## src/hdl/arcade_ctrl_pkg.sv

```systemverilog
/* Control-side types shared by the host registers, key latch and control mapper.
   Joystick bits 6 and 7 are carried but never used by the game. */

`default_nettype none

package arcade_ctrl_pkg;

	// --------------------
	// Keyboard
	typedef struct packed {
		logic       valid;   // One-cycle strobe
		logic       pressed; // 1 make, 0 break
		logic [7:0] code;    // Scan code
	} key_event_t;

	typedef struct packed {
		logic up;
		logic down;
		logic left;
		logic right;
		logic fire1;
		logic fire2;
		logic coin;
		logic start1;
		logic start2;
	} key_buttons_t;

	// --------------------
	// Joystick and game buttons
	typedef struct packed {
		logic [1:0] unused;
		logic       fire2;
		logic       fire1;
		logic       up;
		logic       down;
		logic       left;
		logic       right; // Bit 0
	} joy_t;

	// All active low
	typedef struct packed {
		logic coin;
		logic start1;
		logic start2;
		logic fire;
		logic left;
		logic right;
		logic up;
		logic down;
	} game_buttons_t;

	// --------------------
	// Status word and register map
	localparam int STATUS_RESET       = 0;
	localparam int STATUS_ROTATE      = 2; // 1 is normal orientation
	localparam int STATUS_SCAN_LO     = 3;
	localparam int STATUS_SCAN_HI     = 4;
	localparam int STATUS_BLEND       = 5;
	localparam int STATUS_RESET_PULSE = 6;

	localparam logic [1:0] ADDR_STATUS = 2'd0;
	localparam logic [1:0] ADDR_JOY    = 2'd1; // Joy 1 in 15:8, joy 0 in 7:0
	localparam logic [1:0] ADDR_KEY    = 2'd2; // Pressed in 8, code in 7:0

endpackage

`default_nettype wire

```

## src/hdl/arcade_av_pkg.sv

```systemverilog
/* Video types on both sides of the blanking gate.
   Colour depth is fixed at 2 bits per channel. */

`default_nettype none

package arcade_av_pkg;

	// --------------------
	// Video from the game core
	typedef struct packed {
		logic [1:0] r;
		logic [1:0] g;
		logic [1:0] b;
		logic       hs;        // Active high from the core
		logic       vs;
		logic       vblank;
		logic       hblank_bg; // Background layer blank
		logic       hblank_fg; // Foreground layer blank
	} core_video_t;

	// --------------------
	// Video toward the board DAC pins
	typedef struct packed {
		logic [1:0] r;
		logic [1:0] g;
		logic [1:0] b;
		logic       hs; // Inverted
		logic       vs; // Inverted
	} board_video_t;

endpackage

`default_nettype wire

```

## src/hdl/host_status_regs.sv

```systemverilog
/* Wishbone classic slave, no wait states; ack is registered and lasts one cycle.
   Reads of the key address return zero, key writes become a one-cycle event. */

`timescale 1ns/1ps
`default_nettype none

module host_status_regs (
	input  logic                        clk_28,
	input  logic                        reset,
	input  logic                        wb_cyc,
	input  logic                        wb_stb,
	input  logic                        wb_we,
	input  logic [1:0]                  wb_adr,
	input  logic [31:0]                 wb_dat_w,
	output logic [31:0]                 wb_dat_r,
	output logic                        wb_ack,
	output logic [31:0]                 status,
	output arcade_ctrl_pkg::joy_t       joy_0,
	output arcade_ctrl_pkg::joy_t       joy_1,
	output arcade_ctrl_pkg::key_event_t key_event
);

	logic       req;       // New request this cycle
	logic       key_pend;  // Key write acked, event goes out next cycle
	logic       key_valid;
	logic       key_pressed_q;
	logic [7:0] key_code_q;

	assign req = wb_cyc & wb_stb & ~wb_ack;

	// --------------------
	// Ack and control registers
	always_ff @(posedge clk_28) begin
		if (reset) begin
			wb_ack    <= 1'b0;
			status    <= '0;
			joy_0     <= '0;
			joy_1     <= '0;
			key_pend  <= 1'b0;
			key_valid <= 1'b0;
		end else begin
			wb_ack    <= req;
			key_valid <= key_pend;
			key_pend  <= 1'b0;
			if (req && wb_we) begin
				case (wb_adr)
					arcade_ctrl_pkg::ADDR_STATUS: status <= wb_dat_w;
					arcade_ctrl_pkg::ADDR_JOY: begin
						joy_0 <= arcade_ctrl_pkg::joy_t'(wb_dat_w[7:0]);
						joy_1 <= arcade_ctrl_pkg::joy_t'(wb_dat_w[15:8]);
					end
					arcade_ctrl_pkg::ADDR_KEY: key_pend <= 1'b1;
					default: ; // Address 3 unmapped
				endcase
			end
		end
	end

	// --------------------
	// Read data and key payload
	always_ff @(posedge clk_28) begin
		if (req) begin
			case (wb_adr)
				arcade_ctrl_pkg::ADDR_STATUS: wb_dat_r <= status;
				arcade_ctrl_pkg::ADDR_JOY:    wb_dat_r <= {16'h0000, joy_1, joy_0};
				default:                      wb_dat_r <= '0;
			endcase
		end
		if (req && wb_we && wb_adr == arcade_ctrl_pkg::ADDR_KEY) begin
			key_pressed_q <= wb_dat_w[8];
			key_code_q    <= wb_dat_w[7:0];
		end
	end

	assign key_event = '{valid: key_valid, pressed: key_pressed_q, code: key_code_q};

	// --------------------
	// Bus protocol checks
	ack_single_cycle: assert property (
		@(posedge clk_28) disable iff (reset)
		wb_ack |=> !wb_ack
	);

	// An ack without a request the cycle before would confuse a classic master
	ack_after_request: assert property (
		@(posedge clk_28) disable iff (reset)
		wb_ack |-> $past(wb_cyc && wb_stb)
	);

endmodule

`default_nettype wire

```

## src/hdl/ps2_key_latch.sv

```systemverilog
/* Holds one latch per known scan code; extended (E0) prefixes are not decoded,
   so the arrow keys share codes with the keypad. */

`timescale 1ns/1ps
`default_nettype none

module ps2_key_latch (
	input  logic                          clk_28,
	input  logic                          reset,
	input  arcade_ctrl_pkg::key_event_t   key_event,
	output arcade_ctrl_pkg::key_buttons_t keys
);

	// --------------------
	// Scan codes, set 2
	localparam logic [7:0] CODE_UP     = 8'h75;
	localparam logic [7:0] CODE_DOWN   = 8'h72;
	localparam logic [7:0] CODE_LEFT   = 8'h6B;
	localparam logic [7:0] CODE_RIGHT  = 8'h74;
	localparam logic [7:0] CODE_COIN   = 8'h76; // Esc
	localparam logic [7:0] CODE_START1 = 8'h05; // F1
	localparam logic [7:0] CODE_START2 = 8'h06; // F2
	localparam logic [7:0] CODE_FIRE1  = 8'h29; // Space
	localparam logic [7:0] CODE_FIRE2  = 8'h11; // Alt

	always_ff @(posedge clk_28) begin
		if (reset) begin
			keys <= '0;
		end else if (key_event.valid) begin
			case (key_event.code)
				CODE_UP:     keys.up     <= key_event.pressed;
				CODE_DOWN:   keys.down   <= key_event.pressed;
				CODE_LEFT:   keys.left   <= key_event.pressed;
				CODE_RIGHT:  keys.right  <= key_event.pressed;
				CODE_COIN:   keys.coin   <= key_event.pressed;
				CODE_START1: keys.start1 <= key_event.pressed;
				CODE_START2: keys.start2 <= key_event.pressed;
				CODE_FIRE1:  keys.fire1  <= key_event.pressed;
				CODE_FIRE2:  keys.fire2  <= key_event.pressed;
				default: ; // Unknown key, latches hold
			endcase
		end
	end

endmodule

`default_nettype wire

```

## src/hdl/control_mapper.sv

```systemverilog
/* The game core has one start input pair tied to coin, so the start keys are
   latched but do not reach it. Rotate bit low turns the controls 90 degrees. */

`timescale 1ns/1ps
`default_nettype none

module control_mapper (
	input  logic                           clk_28,
	input  logic                           reset,
	input  arcade_ctrl_pkg::key_buttons_t  keys,
	input  arcade_ctrl_pkg::joy_t          joy_0,
	input  arcade_ctrl_pkg::joy_t          joy_1,
	input  logic [31:0]                    status,
	output arcade_ctrl_pkg::game_buttons_t buttons,
	output logic                           core_reset
);

	arcade_ctrl_pkg::joy_t joy_any; // Either stick
	logic                  normal;
	logic                  m_up;
	logic                  m_down;
	logic                  m_left;
	logic                  m_right;
	logic                  m_fire;

	assign joy_any = arcade_ctrl_pkg::joy_t'(joy_0 | joy_1);
	assign normal  = status[arcade_ctrl_pkg::STATUS_ROTATE];

	// --------------------
	// Direction merge
	assign m_up    = normal ? (keys.up | joy_any.up) : (keys.left | joy_any.left);
	assign m_down  = normal ? (keys.down | joy_any.down) : (keys.right | joy_any.right);
	assign m_left  = normal ? (keys.left | joy_any.left) : (keys.down | joy_any.down);
	assign m_right = normal ? (keys.right | joy_any.right) : (keys.up | joy_any.up);
	assign m_fire  = keys.fire1 | joy_any.fire1;

	always_ff @(posedge clk_28) begin
		if (reset) begin
			buttons    <= '1; // Nothing pressed
			core_reset <= 1'b1;
		end else begin
			buttons.coin   <= ~keys.coin;
			buttons.start1 <= ~keys.coin; // Core starts on coin
			buttons.start2 <= ~keys.coin;
			buttons.fire   <= ~m_fire;
			buttons.left   <= ~m_left;
			buttons.right  <= ~m_right;
			buttons.up     <= ~m_up;
			buttons.down   <= ~m_down;
			core_reset     <= status[arcade_ctrl_pkg::STATUS_RESET] |
				status[arcade_ctrl_pkg::STATUS_RESET_PULSE];
		end
	end

endmodule

`default_nettype wire

```

## src/hdl/video_blank_gate.sv

```systemverilog
/* One register stage; the caller must delay anything aligned to video by a cycle.
   Colour is gated only when both horizontal blanks are active. */

`timescale 1ns/1ps
`default_nettype none

module video_blank_gate (
	input  logic                        clk_28,
	input  logic                        reset,
	input  arcade_av_pkg::core_video_t  core_video,
	output arcade_av_pkg::board_video_t board_video
);

	logic blank;

	// Both layers must be in hblank before the line goes dark
	assign blank = (core_video.hblank_bg & core_video.hblank_fg) | core_video.vblank;

	always_ff @(posedge clk_28) begin
		if (reset) begin
			board_video <= '0;
		end else begin
			board_video.r  <= blank ? 2'b00 : core_video.r;
			board_video.g  <= blank ? 2'b00 : core_video.g;
			board_video.b  <= blank ? 2'b00 : core_video.b;
			board_video.hs <= ~core_video.hs; // Board wants active low
			board_video.vs <= ~core_video.vs;
		end
	end

endmodule

`default_nettype wire

```

## src/hdl/sigma_delta_dac.sv

```systemverilog
/* First-order only, so idle tones appear at low sample values.
   DAC_BITS must be 8 or 16; the sample is replicated to fill the accumulator. */

`timescale 1ns/1ps
`default_nettype none

module sigma_delta_dac #(
	parameter int DAC_BITS = 16
) (
	input  logic       clk_28,
	input  logic       reset,
	input  logic [7:0] sample,
	output logic       audio_l,
	output logic       audio_r
);

	logic [DAC_BITS-1:0] sample_wide; // Full-scale copy of the sample
	logic [DAC_BITS-1:0] acc;
	logic [DAC_BITS:0]   sum;
	logic                bit_q;

	assign sample_wide = {(DAC_BITS / 8){sample}};
	assign sum         = {1'b0, acc} + {1'b0, sample_wide};

	always_ff @(posedge clk_28) begin
		if (reset) begin
			acc   <= '0;
			bit_q <= 1'b0;
		end else begin
			acc   <= sum[DAC_BITS-1:0];
			bit_q <= sum[DAC_BITS]; // Carry is the bitstream
		end
	end

	// Mono core, same stream on both channels
	assign audio_l = bit_q;
	assign audio_r = bit_q;

	dac_bits_legal: assert property (
		@(posedge clk_28) (DAC_BITS == 8) || (DAC_BITS == 16)
	);

endmodule

`default_nettype wire

```

## src/hdl/arcade_io_top.sv

```systemverilog
/* Board-side glue around the game core; the core and PLL live outside.
   All logic runs on clk_28 with a synchronous active-high reset. */

`timescale 1ns/1ps
`default_nettype none

module arcade_io_top #(
	parameter int DAC_BITS = 16
) (
	input  logic                           clk_28,
	input  logic                           reset,
	input  logic                           wb_cyc,
	input  logic                           wb_stb,
	input  logic                           wb_we,
	input  logic [1:0]                     wb_adr,
	input  logic [31:0]                    wb_dat_w,
	output logic [31:0]                    wb_dat_r,
	output logic                           wb_ack,
	input  arcade_av_pkg::core_video_t     core_video,
	input  logic [7:0]                     audio_sample,
	output arcade_ctrl_pkg::game_buttons_t buttons,
	output logic                           core_reset,
	output arcade_av_pkg::board_video_t    board_video,
	output logic                           audio_l,
	output logic                           audio_r
);

	logic [31:0]                   status;
	arcade_ctrl_pkg::joy_t         joy_0;
	arcade_ctrl_pkg::joy_t         joy_1;
	arcade_ctrl_pkg::key_event_t   key_event;
	arcade_ctrl_pkg::key_buttons_t keys;

	// --------------------
	// Control path
	host_status_regs regs_i (
		.clk_28, .reset, .wb_cyc, .wb_stb, .wb_we, .wb_adr, .wb_dat_w,
		.wb_dat_r, .wb_ack, .status, .joy_0, .joy_1, .key_event
	);

	ps2_key_latch keys_i (.clk_28, .reset, .key_event, .keys);

	control_mapper mapper_i (
		.clk_28, .reset, .keys, .joy_0, .joy_1, .status, .buttons, .core_reset
	);

	// --------------------
	// Audio and video
	video_blank_gate video_i (.clk_28, .reset, .core_video, .board_video);

	sigma_delta_dac #(.DAC_BITS(DAC_BITS)) dac_i (
		.clk_28, .reset, .sample(audio_sample), .audio_l, .audio_r
	);

endmodule

`default_nettype wire

```

## config.mk

```make
export PLATFORM = sky130hd
export DESIGN_NAME = arcade_io_top
export DESIGN_NICKNAME = d
export VERILOG_FILES = /design/src/hdl/arcade_ctrl_pkg.sv /design/src/hdl/arcade_av_pkg.sv /design/src/hdl/host_status_regs.sv /design/src/hdl/ps2_key_latch.sv /design/src/hdl/control_mapper.sv /design/src/hdl/video_blank_gate.sv /design/src/hdl/sigma_delta_dac.sv /design/src/hdl/arcade_io_top.sv
export SDC_FILE = /design/constraint.sdc
export NUM_CORES = 1
export LEC_CHECK = 0
export BUFFER_PORTS_ARGS = -buffer_cell sky130_fd_sc_hd__buf_2
export CORE_UTILIZATION = 30
export CTS_BUF_LIST = sky130_fd_sc_hd__clkbuf_8
export DETAILED_ROUTE_END_ITERATION = 8
export HOLD_SLACK_MARGIN = 0.1
export PLACE_DENSITY = 0.52
export RECOVER_POWER = 100
export SETUP_SLACK_MARGIN = 0.3
export SKIP_CTS_REPAIR_TIMING = 1
export SYNTH_ARGS = -nofsm -noshare
export SYNTH_HDL_FRONTEND = slang
export SYNTH_HIERARCHICAL = 1
export SYNTH_SLANG_ARGS = --single-unit
```

## constraint.sdc

```tcl
create_clock -name clk_28 -period 4.1 [get_ports clk_28]
set_input_delay 0.82 -clock clk_28 [delete_from_list [all_inputs] [get_ports clk_28]]
set_output_delay 0.82 -clock clk_28 [all_outputs]
set_load 0.01 [all_outputs]
```

; ---- Word level (Yosys, flattened, before mapping)
; Index checks and enable logic that the tools add are counted.
[word_totals]
wordCells = 90
output_inout_bits = 52
ff_bits = 130
input_bits = 58
[op_classes]
reduce_logical = 13
bitwise = 21
eq_ne = 8
n_mux = 6
addsub = 1
[op_table]
columns = operator, n
row1 = one-hot mux 32 bit (2 select lines), 1
row2 = == test 8 x 7 -> 1 bit (second input constant), 5
row3 = adder 16 x 16 -> 17 bit, 1
row4 = AND reduction 2 bit, 8
row5 = inverter 1 bit, 10
row6 = == test 8 x 6 -> 1 bit (second input constant), 1
row7 = bitwise OR 1 bit, 7
row8 = 2-to-1 mux 1 bit, 5
row9 = bitwise OR 5 bit, 1
row10 = OR reduction 2 bit, 2
row11 = bitwise AND 1 bit, 3
row12 = == test 2 x 1 -> 1 bit (second input constant), 1
row13 = == test 2 bit (second input constant), 1
row14 = logical AND 1 bit, 2
row15 = logical NOT 2 bit, 1

; ---- Logic depth before layout (Yosys ltp)
[logic_depth]
ltp_word = 5
ltp_mapped = 7
mapped_depth_nobuf = 7

; ---- By module
; The synthesis kept the hierarchy.
[modules_own_cells]
columns = module, instances, area_per_inst_um2, seq_area_each_um2, cells_each
row1 = host_status_regs, 1, 3756.1, 2252.2, 299
row2 = sigma_delta_dac, 1, 1179.9, 340.3, 136
row3 = ps2_key_latch, 1, 491.7, 180.2, 51
row4 = control_mapper, 1, 285.3, 140.1, 26
row5 = video_blank_gate, 1, 217.7, 160.2, 17

; ---- Least setup slack after synthesis
; No wires, ideal clock.
[synth_path]
path_kind = input to register
from = in wb_cyc
to = reg regs_i.wb_dat_r[0] (enable)
cell_stages = 2
n_path_buf = 0
required_time_ns = 3.679
path_slack_ns = 1.440
setup_time_ns = 0.421
arrival_time_ns = 2.239
path_cell_list = nand2_1 > nor2_1
[synth_between]
elab_chain_len = 2
[synth_rtl]
columns = element, line_no
row1 = start: declaration, arcade_io_top.sv:12  ; input logic wb_cyc,
row2 = bitwise AND 1 bit (2 in a row), host_status_regs.sv:29  ; assign req = wb_cyc & wb_stb & ~wb_ack;
row3 = via regs_i.req, host_status_regs.sv:23  ; logic req;
row4 = end signal: assignment, host_status_regs.sv:64  ; arcade_ctrl_pkg::ADDR_STATUS: wb_dat_r <= status;
row5 = end signal: assignment, host_status_regs.sv:65  ; arcade_ctrl_pkg::ADDR_JOY: wb_dat_r <= {16'h0000, joy_1, joy_0};
row6 = end: declaration, host_status_regs.sv:15  ; output logic [31:0] wb_dat_r,
; The timed path passes the listed nets, and every way through them passes these cells.
; A chain may end at the register's enable or synchronous reset.

==> impl_metrics.tcl <==
set metrics [dict create \
    grt_pass1_wl_um 20300 \
    cp.required_ps 4370 \
    period_needed_ps 2860 \
    final_net_count 694 \
    powerDensity_nw_per_um2 472 \
    antenna_left 0 \
    postLayoutCellArea_um2 6790 \
    syn_inst 515 \
    ys_warn_count 6 \
    clock_path_buffers 2 \
    port_buffers 109 \
    syn_area_per_cell_um2 11.2 \
    grt_overflow 0 \
    fillers 1919 \
    antenna_found_initial 1 \
    cts_root_buffer "clkbuf_8" \
    core_area_um2 18800 \
    cp-end-kind "flop" \
    vias 4038 \
    drc 0 \
    io_pins 110 \
    reg2reg_depth 7 \
    rsz0062_at_grt "no" \
    layout.cells.most_common "nand2b_1" \
    hp-class "reg -> reg" \
    grt_max_degree 58 \
    status "complete, but fails checks" \
    crit_slowest_cell "clkbuf_1" \
    syn_area_um2 5780 \
    drtIter0Drc 248 \
    die_h_um 141 \
    fmax_mhz 350 \
    maxCapViolCount 3 \
    worstPathArrival_ps 3130 \
    die-width_um 141 \
    crit_type "in -> reg" \
    gp_congestion 0.847 \
    clk_pin_slew_ps 80 \
    skew_ps 16.5 \
    htree_levels 4 \
    mostFrequentLayoutCells "nand2b_1 (91), dfxtp_1 (89), mux2i_1 (71)" \
    tightest_slew_ps 1870 \
    cts_sinks 130 \
    avgRoutedWirePerCell_um 15.0 \
    tritoncts "done" \
    violations "capacitance limit, slew limit" \
    worstReg2RegStart "dac_i/acc[0]" \
    insertion_delay_ps 440 \
    setup_viol 0 \
    start_util_pct 30.8 \
    relSlewSlack_pct -24.5 \
    dr.pass1.iters 6 \
    via_per_inst 4.66 \
    finalSetupTns_ps 0 \
    critPathLaunch "reset" \
    power.total_w 0.00320 \
    routed_wl_um 13000 \
    placed_area_um2 6490 \
    cpMostUsedCell "clkbuf_1" \
    grt_usage_pct 13.4 \
    startpoint_type "primary input" \
    hold_start "keys_i/keys[2]" \
    num_rows 50 \
    cts_inserted_buffers 17 \
    r2r-end "dac_i/audio_l" \
    leakagePower_nw 2.59 \
    whs_ps 395 \
    syn_nets 590 \
    dp_hpwl_um 8840 \
    critical_path.cell_chain "clkbuf_1, clkbuf_1, nand2b_1, mux2i_1" \
    dieArea_um2 19800 \
    syn2layout_area_growth_pct 17.4 \
    ir_drop_uv 208 \
    report.final.slew_viol_count 97 \
    drive_above_1_share_pct 15.5 \
    critPathCapture "regs_i/joy_1[1]" \
    grt_pass1_vias 4041 \
    slowest_delay_ps 1240 \
    post-route-period-util_pct 69.8 \
    critical_path.max_fanout 42 \
    hold_viol 0 \
    rrSetupSlack_ps 1880 \
]
==> flip-flops by register name, summed over array words and instances, names as in the netlist, 6 cells and up <==
| name | flops |
|---|---|
| regs_i/key_code_q | 8 |
| regs_i/joy_0 | 8 |
| mapper_i/buttons | 6 |
| video_i/board_video | 8 |
| regs_i/status | 32 |
| regs_i/joy_1 | 8 |
| dac_i/acc | 16 |
| keys_i/keys | 6 |
| regs_i/wb_dat_r | 32 |
==> worst max-delay path: cells and delay by family <==
family	cells	cell delay (ps)
mux	1	90
simple gates	1	230
buf+inv	2	1970
==> layout make-up <==
class                           count  area (um^2)  area share, %
Sequential cell                   130         3010           44.4
Multi-Input combinational cell    352         2580           38.0
Timing Repair Buffer              113          487           7.17
Tap cell                          234          293           4.31
Clock buffer                       17          234           3.45
Clock inverter                     15          160           2.36
Inverter                            5         18.8          0.276
Antenna cell                        1         2.50         0.0369
==> routing by layer <==
metal	global-route usage, %	routed length, um	share of wire, %	vias up
li1	-	-	-	1997
met1	15.7	5890	45	1897
met2	22.0	6000	46	131
met3	5.54	942	7.2	13
met4	4.63	170	1.3	0
met5	0	0	0	-
==> per-stage QoR <==
stage	setup slack [ps]	std cells	util (%)
2_1_floorplan	1440	515	-
3_3_place_gp	1360	834	34.6
3_5_place_dp	1280	834	34.6
4_1_cts	1770	866	36.7
5_1_grt	979	866	36.2
6_report	1240	867	36.2
==> worst min-delay path by stage <==
stage          cells past startpoint                  end  slack [ps]
2_1_floorplan                      1  mapper_i/buttons[5]         370
3_3_place_gp                       1  mapper_i/buttons[5]         380
3_5_place_dp                       1  mapper_i/buttons[5]         380
4_1_cts                            1  mapper_i/buttons[5]         400
5_1_grt                            1  mapper_i/buttons[5]         400
6_report                           1  mapper_i/buttons[5]         390
==> where the power goes <==
group          internal, W  switching (W)
Combinational     0.000295       0.000378
Sequential         0.00142      0.0000320
Clock             0.000543       0.000536
Power figures use the tool's default switching activity.
